File: config.mk
export PLATFORM = sky130hd
export DESIGN_NAME = panel_top
export DESIGN_NICKNAME = d
export VERILOG_FILES = /design/src/hw/panel_pkg.sv /design/src/hw/key_decode.sv /design/src/hw/master_command.sv /design/src/hw/menu_fsm.sv /design/src/hw/panel_top.sv /design/src/hw/write_bank.sv
export SDC_FILE = /design/constraint.sdc
export NUM_CORES = 1
export LEC_CHECK = 0
export BUFFER_PORTS_ARGS = -buffer_cell sky130_fd_sc_hd__buf_4
export CAP_MARGIN = 20
export CORE_MARGIN = 8
export CORE_UTILIZATION = 61
export DETAILED_ROUTE_END_ITERATION = 12
export PLACE_DENSITY = 0.87
export SLEW_MARGIN = 20
export SYNTH_ARGS = -nofsm -noshare
export SYNTH_HDL_FRONTEND = slang
export SYNTH_HIERARCHICAL = 1
export SYNTH_SLANG_ARGS = --single-unit
File: constraint.sdc
create_clock -name clk -period 3.6 [get_ports clk]
set_clock_uncertainty 0.1 [all_clocks]
set_input_delay 0.54 -clock clk [delete_from_list [all_inputs] [get_ports clk]]
set_output_delay 0.54 -clock clk [all_outputs]
set_load 0.005 [all_outputs]
File: src/hw/panel_pkg.sv
`default_nettype none

package panel_pkg;

    localparam int MASTER_COUNT   = 2;
    localparam int SLAVE_ID_WIDTH = 2;    // id zero selects no slave
    localparam int SW_WIDTH       = 18;
    localparam int KEY_COUNT      = 4;
    localparam int CONFIG_CYCLES  = 2;    // clock cycles spent in each config sub-state

    // operator menu, one select state per master where needed
    typedef enum logic [3:0] {
        master_slave_sel,
        read_write_sel,
        external_write_sel,
        external_write_m1,
        external_write_m1_2,
        external_write_m2,
        start_addr_m1,
        start_addr_m2,
        config_masters,
        communication_ready,
        communicating,
        communication_done
    } main_state_t;

    typedef enum logic [1:0] {
        config_start,
        config_middle,
        config_last,
        config_done     // also the idle state between sequences
    } config_state_t;

    // key 0 is the reset, key 3 is unused
    typedef struct packed {
        logic step;         // key 1
        logic next_addr;    // key 2
    } key_events_t;

    typedef struct packed {
        logic [MASTER_COUNT-1:0][SLAVE_ID_WIDTH-1:0] slave_id;
        logic [MASTER_COUNT-1:0]                     rd_wr;      // 1 is write
        logic [MASTER_COUNT-1:0]                     ext_write;  // words come from the bank
    } master_setup_t;

    typedef struct packed {
        logic idle;
        logic ready;
        logic communicating;
        logic done;
    } status_leds_t;

endpackage

`default_nettype wire

File: src/hw/key_decode.sv
`timescale 1ns/10ps
`default_nettype none

module key_decode import panel_pkg::*; (
    input  logic                 clk,
    input  logic                 rstN,
    input  logic [KEY_COUNT-1:0] key,       // active low, assumed bounce free
    output key_events_t          events
);

    // bit 0 follows key 1 (step), bit 1 follows key 2 (next address)
    logic [1:0] sync_1;
    logic [1:0] sync_2;
    logic [1:0] prev;
    logic [1:0] fall;

    assign fall = prev & ~sync_2;   // released last cycle, pressed now

    always_ff @(posedge clk or negedge rstN) begin
        if (!rstN) begin
            sync_1 <= '1;               // released keys read high
            sync_2 <= '1;
            prev   <= '1;
            events <= '0;
        end else begin
            sync_1           <= key[2:1];
            sync_2           <= sync_1;
            prev             <= sync_2;
            events.step      <= fall[0];
            events.next_addr <= fall[1];
        end
    end

endmodule

`default_nettype wire

File: src/hw/master_command.sv
`timescale 1ns/10ps
`default_nettype none

module master_command import panel_pkg::*; #(
    parameter int DATA_WIDTH = 16,
    parameter int ADDR_WIDTH = 12,
    parameter int BANK_DEPTH = 16
) (
    input  logic                                            clk,
    input  logic                                            rstN,
    input  main_state_t                                     state,
    input  master_setup_t                                   setup,
    input  logic [MASTER_COUNT-1:0][ADDR_WIDTH-1:0]         start_addr,
    input  key_events_t                                     events,
    input  logic [SW_WIDTH-1:0]                             sw,
    input  logic [MASTER_COUNT-1:0][$clog2(BANK_DEPTH):0]   word_count,
    input  logic [DATA_WIDTH-1:0]                           bank_data,
    input  logic [MASTER_COUNT-1:0][DATA_WIDTH-1:0]         data_out,
    output logic [$clog2(MASTER_COUNT)-1:0]                 bank_rd_master,
    output logic [$clog2(BANK_DEPTH)-1:0]                   bank_rd_addr,
    output logic                                            config_finished,
    output logic [MASTER_COUNT-1:0]                         start,
    output logic [MASTER_COUNT-1:0]                         burst,
    output logic [MASTER_COUNT-1:0]                         rd_wr,
    output logic [MASTER_COUNT-1:0][SLAVE_ID_WIDTH-1:0]     slave_id,
    output logic [MASTER_COUNT-1:0][ADDR_WIDTH-1:0]         address,
    output logic [MASTER_COUNT-1:0][DATA_WIDTH-1:0]         data,
    output logic [MASTER_COUNT-1:0][DATA_WIDTH-1:0]         readback
);

    localparam int BW  = $clog2(BANK_DEPTH);
    localparam int CW  = BW + 1;
    localparam int MW  = $clog2(MASTER_COUNT);
    localparam int CYW = $clog2(CONFIG_CYCLES);

    config_state_t                  cfg_state;
    logic [CYW-1:0]                 cyc;
    logic [MW-1:0]                  cur_m;
    logic [MW-1:0]                  nxt_m;
    logic [BW-1:0]                  k;          // bank word in the current slot
    logic [CW-1:0]                  k_nxt;
    logic [MASTER_COUNT-1:0][CW-1:0] n_words;
    logic                           launch;
    logic                           slot_end;
    logic [DATA_WIDTH-1:0]          fetched;

    assign rd_wr    = setup.rd_wr;
    assign slave_id = setup.slave_id;

    always_comb begin
        for (int m = 0; m < MASTER_COUNT; m++) begin
            n_words[m] = setup.ext_write[m] ? word_count[m] : '0;
        end
    end

    assign nxt_m    = cur_m + 1'b1;
    assign k_nxt    = CW'(k) + 1'b1;
    assign launch   = (state == start_addr_m2) && events.step;
    assign slot_end = (cfg_state != config_done) && (cyc == CYW'(CONFIG_CYCLES - 1));

    // bank address of the word for the slot that follows
    always_comb begin
        case (cfg_state)
            config_done: bank_rd_master = '0;       // first word of master 1 at launch
            config_last: bank_rd_master = nxt_m;
            default:     bank_rd_master = cur_m;
        endcase
        bank_rd_addr = (cfg_state inside {config_start, config_middle}) ? k_nxt[BW-1:0] : '0;
    end

    // words past the written count go out as zero
    assign fetched = (CW'(bank_rd_addr) < n_words[bank_rd_master]) ? bank_data : '0;

    always_ff @(posedge clk or negedge rstN) begin
        if (!rstN) begin
            cfg_state       <= config_done;
            cyc             <= '0;
            cur_m           <= '0;
            k               <= '0;
            config_finished <= 1'b0;
            start           <= '0;
            burst           <= '0;
            address         <= '0;
            data            <= '0;
        end else begin
            start           <= '0;
            config_finished <= 1'b0;
            if (launch) begin
                cfg_state  <= config_start;
                cyc        <= '0;
                cur_m      <= '0;
                k          <= '0;
                start[0]   <= 1'b1;
                address[0] <= start_addr[0];
                data[0]    <= fetched;
                for (int m = 0; m < MASTER_COUNT; m++) begin
                    burst[m] <= (n_words[m] > CW'(1));
                end
            end else if (cfg_state != config_done) begin
                cyc <= cyc + 1'b1;
                if (slot_end) begin
                    cyc <= '0;
                    if (cfg_state == config_last) begin
                        if (cur_m == MW'(MASTER_COUNT - 1)) begin
                            cfg_state       <= config_done;
                            config_finished <= 1'b1;
                            address         <= '0;
                        end else begin
                            cfg_state      <= config_start;     // move on to the next master
                            cur_m          <= nxt_m;
                            k              <= '0;
                            start[nxt_m]   <= 1'b1;
                            address[nxt_m] <= start_addr[nxt_m];
                            data[nxt_m]    <= fetched;
                        end
                    end else begin
                        k            <= k_nxt[BW-1:0];
                        data[cur_m]  <= fetched;
                        if (k_nxt + 1'b1 >= n_words[cur_m]) begin
                            cfg_state    <= config_last;
                            start[cur_m] <= 1'b1;           // marks the final word
                        end else begin
                            cfg_state <= config_middle;
                        end
                    end
                end
            end else if ((state == communication_ready) && events.step) begin
                start <= '1;                                // both masters together
            end else if ((state == communication_done) && events.next_addr) begin
                address <= {MASTER_COUNT{sw[ADDR_WIDTH-1:0]}};
            end
        end
    end

    always_ff @(posedge clk) begin
        readback <= data_out;
    end

endmodule

`default_nettype wire

File: src/hw/menu_fsm.sv
`timescale 1ns/10ps
`default_nettype none

module menu_fsm import panel_pkg::*; #(
    parameter int ADDR_WIDTH = 12,
    parameter int BANK_DEPTH = 16
) (
    input  logic                                    clk,
    input  logic                                    rstN,
    input  key_events_t                             events,
    input  logic [SW_WIDTH-1:0]                     sw,
    input  logic                                    config_finished,
    input  logic [MASTER_COUNT-1:0]                 done_com,
    output main_state_t                             state,
    output master_setup_t                           setup,
    output logic [MASTER_COUNT-1:0][ADDR_WIDTH-1:0] start_addr,
    output logic                                    bank_we,
    output logic [$clog2(MASTER_COUNT)-1:0]         bank_master,
    output logic [$clog2(BANK_DEPTH)-1:0]           bank_addr,
    output status_leds_t                            leds
);

    main_state_t next_state;
    logic        ext_state;

    assign ext_state = state inside {external_write_m1, external_write_m1_2, external_write_m2};

    // step stores the word on the switches as well as leaving the state
    assign bank_we     = ext_state && (events.step || events.next_addr);
    assign bank_master = $clog2(MASTER_COUNT)'(state == external_write_m2);

    always_comb begin
        next_state = state;
        case (state)
            master_slave_sel: if (events.step) begin
                // nothing to talk to when both masters have no slave
                if (sw[MASTER_COUNT*SLAVE_ID_WIDTH-1:0] == '0) next_state = communication_done;
                else next_state = read_write_sel;
            end
            read_write_sel:      if (events.step) next_state = external_write_sel;
            external_write_sel: if (events.step) begin
                case (sw[1:0])
                    2'b01:   next_state = external_write_m1;
                    2'b10:   next_state = external_write_m2;
                    2'b11:   next_state = external_write_m1_2;
                    default: next_state = start_addr_m1;
                endcase
            end
            external_write_m1:   if (events.step) next_state = start_addr_m1;
            external_write_m1_2: if (events.step) next_state = external_write_m2;
            external_write_m2:   if (events.step) next_state = start_addr_m1;
            start_addr_m1:       if (events.step) next_state = start_addr_m2;
            start_addr_m2:       if (events.step) next_state = config_masters;
            config_masters:      if (config_finished) next_state = communication_ready;
            communication_ready: if (events.step) next_state = communicating;
            communicating:       if (&done_com) next_state = communication_done;
            default:             next_state = state;    // done holds until reset
        endcase
    end

    always_ff @(posedge clk or negedge rstN) begin
        if (!rstN) begin
            state      <= master_slave_sel;
            setup      <= '0;
            start_addr <= '0;
            bank_addr  <= '0;
        end else begin
            state <= next_state;

            // switch selections are taken on the step that confirms them
            if (events.step) begin
                case (state)
                    master_slave_sel:   setup.slave_id  <= sw[MASTER_COUNT*SLAVE_ID_WIDTH-1:0];
                    read_write_sel:     setup.rd_wr     <= sw[MASTER_COUNT-1:0];
                    external_write_sel: setup.ext_write <= sw[MASTER_COUNT-1:0];
                    start_addr_m1:      start_addr[0]   <= sw[ADDR_WIDTH-1:0];
                    start_addr_m2:      start_addr[1]   <= sw[ADDR_WIDTH-1:0];
                    default: ;
                endcase
            end

            if (ext_state) begin
                if (events.step) bank_addr <= '0;   // next master starts at word 0
                else if (events.next_addr) bank_addr <= bank_addr + 1'b1;
            end
        end
    end

    assign leds.idle          = (state == master_slave_sel);
    assign leds.ready         = (state == communication_ready);
    assign leds.communicating = (state == communicating);
    assign leds.done          = (state == communication_done);

endmodule

`default_nettype wire

File: src/hw/panel_top.sv
`timescale 1ns/10ps
`default_nettype none

module panel_top import panel_pkg::*; #(
    parameter int DATA_WIDTH    = 16,
    parameter int BANK_DEPTH    = 16,
    parameter int SLAVE_DEPTH_1 = 4096,
    parameter int SLAVE_DEPTH_2 = 4096,
    parameter int SLAVE_DEPTH_3 = 2048
) (
    input  logic                                                   clk,
    input  logic                                                   rstN,
    input  logic [KEY_COUNT-1:0]                                   key,
    input  logic [SW_WIDTH-1:0]                                    sw,
    input  logic [MASTER_COUNT-1:0]                                done_com,
    input  logic [MASTER_COUNT-1:0][DATA_WIDTH-1:0]                data_out,
    output logic [MASTER_COUNT-1:0]                                start,
    output logic [MASTER_COUNT-1:0]                                burst,
    output logic [MASTER_COUNT-1:0]                                rd_wr,
    output logic [MASTER_COUNT-1:0][SLAVE_ID_WIDTH-1:0]            slave_id,
    output logic [MASTER_COUNT-1:0][$clog2(SLAVE_DEPTH_1)-1:0]     address,
    output logic [MASTER_COUNT-1:0][DATA_WIDTH-1:0]                data,
    output logic [MASTER_COUNT-1:0][DATA_WIDTH-1:0]                readback,
    output status_leds_t                                           leds
);

    // slave 1 is the largest, so its width reaches every slave
    localparam int ADDR_WIDTH = $clog2(SLAVE_DEPTH_1);

    if (SLAVE_DEPTH_2 > SLAVE_DEPTH_1 || SLAVE_DEPTH_3 > SLAVE_DEPTH_1) begin : g_depth_check
        $error("slave 1 must be the deepest slave");
    end
    if (DATA_WIDTH < 4 || DATA_WIDTH > 16) begin : g_width_check
        $error("DATA_WIDTH must lie between 4 and 16");
    end

    key_events_t                                     events;
    main_state_t                                     state;
    master_setup_t                                   setup;
    logic [MASTER_COUNT-1:0][ADDR_WIDTH-1:0]         start_addr;
    logic                                            bank_we;
    logic [$clog2(MASTER_COUNT)-1:0]                 bank_master;
    logic [$clog2(BANK_DEPTH)-1:0]                   bank_addr;
    logic [MASTER_COUNT-1:0][$clog2(BANK_DEPTH):0]   word_count;
    logic [$clog2(MASTER_COUNT)-1:0]                 bank_rd_master;
    logic [$clog2(BANK_DEPTH)-1:0]                   bank_rd_addr;
    logic [DATA_WIDTH-1:0]                           bank_data;
    logic                                            config_finished;

    key_decode u_key_decode (.clk, .rstN, .key, .events);

    menu_fsm #(.ADDR_WIDTH(ADDR_WIDTH), .BANK_DEPTH(BANK_DEPTH)) u_menu_fsm (
        .clk, .rstN, .events, .sw, .config_finished, .done_com,
        .state, .setup, .start_addr, .bank_we, .bank_master, .bank_addr, .leds
    );

    write_bank #(.DATA_WIDTH(DATA_WIDTH), .BANK_DEPTH(BANK_DEPTH)) u_write_bank (
        .clk, .rstN,
        .we        (bank_we),
        .wr_master (bank_master),
        .wr_addr   (bank_addr),
        .wr_data   (sw[DATA_WIDTH-1:0]),
        .rd_master (bank_rd_master),
        .rd_addr   (bank_rd_addr),
        .rd_data   (bank_data),
        .word_count
    );

    master_command #(
        .DATA_WIDTH(DATA_WIDTH), .ADDR_WIDTH(ADDR_WIDTH), .BANK_DEPTH(BANK_DEPTH)
    ) u_master_command (
        .clk, .rstN, .state, .setup, .start_addr, .events, .sw, .word_count, .bank_data,
        .data_out, .bank_rd_master, .bank_rd_addr, .config_finished,
        .start, .burst, .rd_wr, .slave_id, .address, .data, .readback
    );

endmodule

`default_nettype wire

File: src/hw/write_bank.sv
`timescale 1ns/10ps
`default_nettype none

module write_bank import panel_pkg::*; #(
    parameter int DATA_WIDTH = 16,
    parameter int BANK_DEPTH = 16
) (
    input  logic                                                 clk,
    input  logic                                                 rstN,
    input  logic                                                 we,
    input  logic [$clog2(MASTER_COUNT)-1:0]                      wr_master,
    input  logic [$clog2(BANK_DEPTH)-1:0]                        wr_addr,
    input  logic [DATA_WIDTH-1:0]                                wr_data,
    input  logic [$clog2(MASTER_COUNT)-1:0]                      rd_master,
    input  logic [$clog2(BANK_DEPTH)-1:0]                        rd_addr,
    output logic [DATA_WIDTH-1:0]                                rd_data,
    output logic [MASTER_COUNT-1:0][$clog2(BANK_DEPTH):0]        word_count
);

    logic [DATA_WIDTH-1:0] mem [MASTER_COUNT][BANK_DEPTH];

    always_ff @(posedge clk) begin
        if (we) mem[wr_master][wr_addr] <= wr_data;
    end

    assign rd_data = mem[rd_master][rd_addr];   // asynchronous read

    // one count per master, stops at a full bank
    always_ff @(posedge clk or negedge rstN) begin
        if (!rstN) begin
            word_count <= '0;
        end else if (we && (word_count[wr_master] < BANK_DEPTH)) begin
            word_count[wr_master] <= word_count[wr_master] + 1'b1;
        end
    end

endmodule

`default_nettype wire

==> results.md <==
* Leakage Power at 11.5 nW
* Initial core utilization at 61.5%
* DRT iter0 DRCs at 1907
* Syn Nets at 1807
* Core area at 0.0440 mm^2
* Slack of the critical path at 0.0944 ns
* Largest net degree at the start of global routing at 61
* Most common cell after layout, fill and taps aside: edfxtp_1
* Post-route cell area at 0.0317 mm^2
* Status: finished, final reports clean
* Setup WS pre-CTS at 0.185 ns
* Placed Instances at 2451
* Max-cap violations at 0
* DR pass1 iterations at 8
* Area grow syn2layout at 17.0%
* Gate Count Post-Synth at 1731
* Hold/Removal Path Class: register to register
* Antenna cells at 0
* Routed via count at 16700
* Avg Inst Size Synth at 15.6 um^2
* Register area at 0.0192 mm^2
* Post-synth top flop: edfxtp_1
* Max_slew headroom at 38.4%
* Clock Sinks at 671
* WL/cell at 25.8 um
* Netlist area before placement at 0.0271 mm^2
* DRC errors left at 0
* CP arrival at 3.92 ns
* Number of synthesized flops with an enable pin at 512
* Area of the multi-input gates at 0.00708 mm^2
* Final Util at 71.9%
* Final Cycle Share at 97.4%
* Total power at 24.1 mW
* Final setup vio count at 0
* Die area at 0.0514 mm^2
* Sequential share of the synthesized area at 70.9%
* RSZ-0062 raised after global routing: false
* # rows at 77
* CTS buffer count at 67
* Crit path kind: register to register
* NumNets Final at 2039
* Buffers on Ports at 155
* Global placer's final weighted congestion at 0.867
* Crit-path max FO at 16
* Fin cells at 2606
* Crit start category: register
* Slew Limit Fails at 0
* First-pass GRT wire length at 101000 um
* Req. time, crit path at 4.01 ns
* TritonCTS clock tree: built
* Highest Clock Rate at 0.285 GHz
* Gr ovfl total at 0
* Share of post-route cells with drive strength above 1 at 20.8%
* CTS root buffer: clkbuf_16
* Die Wd at 227 um
* Initial antenna violation count at 0
* Via density at 6.42
* Post-CTS Setup Bufs at 0
* Antenna Nets Post-Route at 0
* H-Tree Depth at 3
* CTS Buffer Depth at 3
* Synthesis warning total at 6
* Critical Path Sink Type: register
* Worst VDD drop at 0.593 mV
* Number of global-route vias before repair at 17500
* Clock latency on the worst-skew pair at 0.60 ns
* TNS Setup at 0 ns
* Placed Area at 0.0290 mm^2
* Clock-pin slew of the registers on the worst-case setup and hold paths at 0.07 ns
* Die Y at 227 um
* Final wirelength at 67100 um
* Post-DP HPWL at 38300 um
* Pwr Density at 761 mW/mm^2
* Post-synthesis register bit count at 671
* Fillers at 2532
* Async SR Flop Fraction at 18.9%
* I/O pin total at 160
* Hold_ws at 0.255 ns
* Tot GR Track Use at 26.1%
* Slew @ Worst Pin at 0.920 ns
* Most frequent cells in the layout: edfxtp_1, mux2i_1, buf_4, dfrtp_1, nand2_1
* Netlist cell types at 75
* Minimum clock period at 3.51 ns
* Final hold vios at 0
[per-layer routing]
metal	vias to the layer above	global-route usage [%]	routed length, um
met3	197	5.57	7310
met1	8255	32.6	24100
met4	0	13.2	3050
met2	1142	43.0	32700
li1	7127	-	-
met5	-	0	0
[layout make-up]
class	instances	share of cell area [%]
repair buffers	274	7.33
inverters	11	0.130
clock inverters	33	1.35
multi-input cells	938	22.3
clock buffers	87	5.89
flip-flops and latches	671	60.6
well taps	592	2.34
[synthesized netlist by cell type, drive strengths merged (18+ instances only)]
cell type | n | area [um^2]
a21oi | 48 | 252
a22o | 65 | 581
a22oi | 72 | 541
a31oi | 26 | 163
buf | 72 | 636
clkbuf | 39 | 146
dfrtp | 119 | 2980
dfxtp | 32 | 641
edfxtp | 512 | 15400
ha | 18 | 225
mux2 | 37 | 417
mux2i | 263 | 2640
nand2 | 97 | 364
nand3 | 41 | 205
nor2 | 77 | 297
nor3 | 24 | 131
o21ai | 29 | 145
[worst max-delay path, stage by stage (launching register included)]
cell and delay [ns]:
dfrtp_1 0.54, ha_1 0.41, xnor2_1 0.14, nor2_1 0.32
buf_4 0.31, or2_1 0.15, buf_4 0.26, nor3_1 0.15
a31oi_1 0.41, nand3_1 0.29, a22o_2 0.32
[path summary, 6_finish.rpt]
kind | start | end | slack [ns] | cells after the start
min reg2reg | u_key_decode/sync_1[1] | u_key_decode/sync_2[1] | 0.25 | 0
min in group asynchronous | rstN | u_master_command/address[12] | 0.33 | 2
min | u_key_decode/sync_1[1] | u_key_decode/sync_2[1] | 0.25 | 0
max in group asynchronous | rstN | u_master_command/data[14] | 2.22 | 3
max | u_master_command/k[0] | u_master_command/data[24] | 0.09 | 10
max reg2reg | u_master_command/k[0] | u_master_command/data[24] | 0.09 | 10
[state kept, by name (all words and copies together) (netlist names)]
| name | count |
|---|---|
| u_menu_fsm/setup | 8 |
| u_master_command/data | 32 |
| u_master_command/cfg_state | 2 |
| u_write_bank/word_count | 10 |
| u_key_decode/sync_2 | 2 |
| u_key_decode/prev | 2 |
| u_master_command/k | 4 |
| u_menu_fsm/state | 4 |
| u_master_command/readback | 32 |
| u_master_command/address | 24 |
| u_master_command/burst | 2 |
| u_write_bank/mem | 512 |
| u_menu_fsm/start_addr | 24 |
| u_master_command/start | 2 |
| u_menu_fsm/bank_addr | 4 |
| u_master_command/config_finished | 1 |
| u_master_command/cyc | 1 |
| u_key_decode/sync_1 | 2 |
| u_key_decode/events | 2 |
| u_master_command/cur_m | 1 |
[logic make-up (layout without fill, tap and decap cells)]
group | count (synthesis) | after routing | share of synthesized area (%)
muxes | 300 | 300 | 11.3
DFF | 671 | 671 | 70.9
buffers and inverters | 122 | 405 | 3.04
and+or+nand+nor | 323 | 323 | 5.84
adders and majority gates | 18 | 18 | 0.832
AOI/OAI and AO/OA | 285 | 285 | 7.67
xor gates and xnor gates | 12 | 12 | 0.416
[power breakdown]
| part | internal (mW) | switching, mW | leakage [nW] |
|---|---|---|---|
| sequential | 9.05 | 0.580 | 6.49 |
| combinational | 2.93 | 4.32 | 3.92 |
| clock | 4.22 | 2.99 | 1.11 |
| total | 16.2 | 7.89 | 11.5 |
[repair_timing]
action                                  4_1_cts  5_1_grt
hold buffers                                 35        0
endpoints found under the hold margin        68        0
endpoints found under the setup margin        0       16
gates resized for setup                       0        2
(Power assumes the default switching activity.)
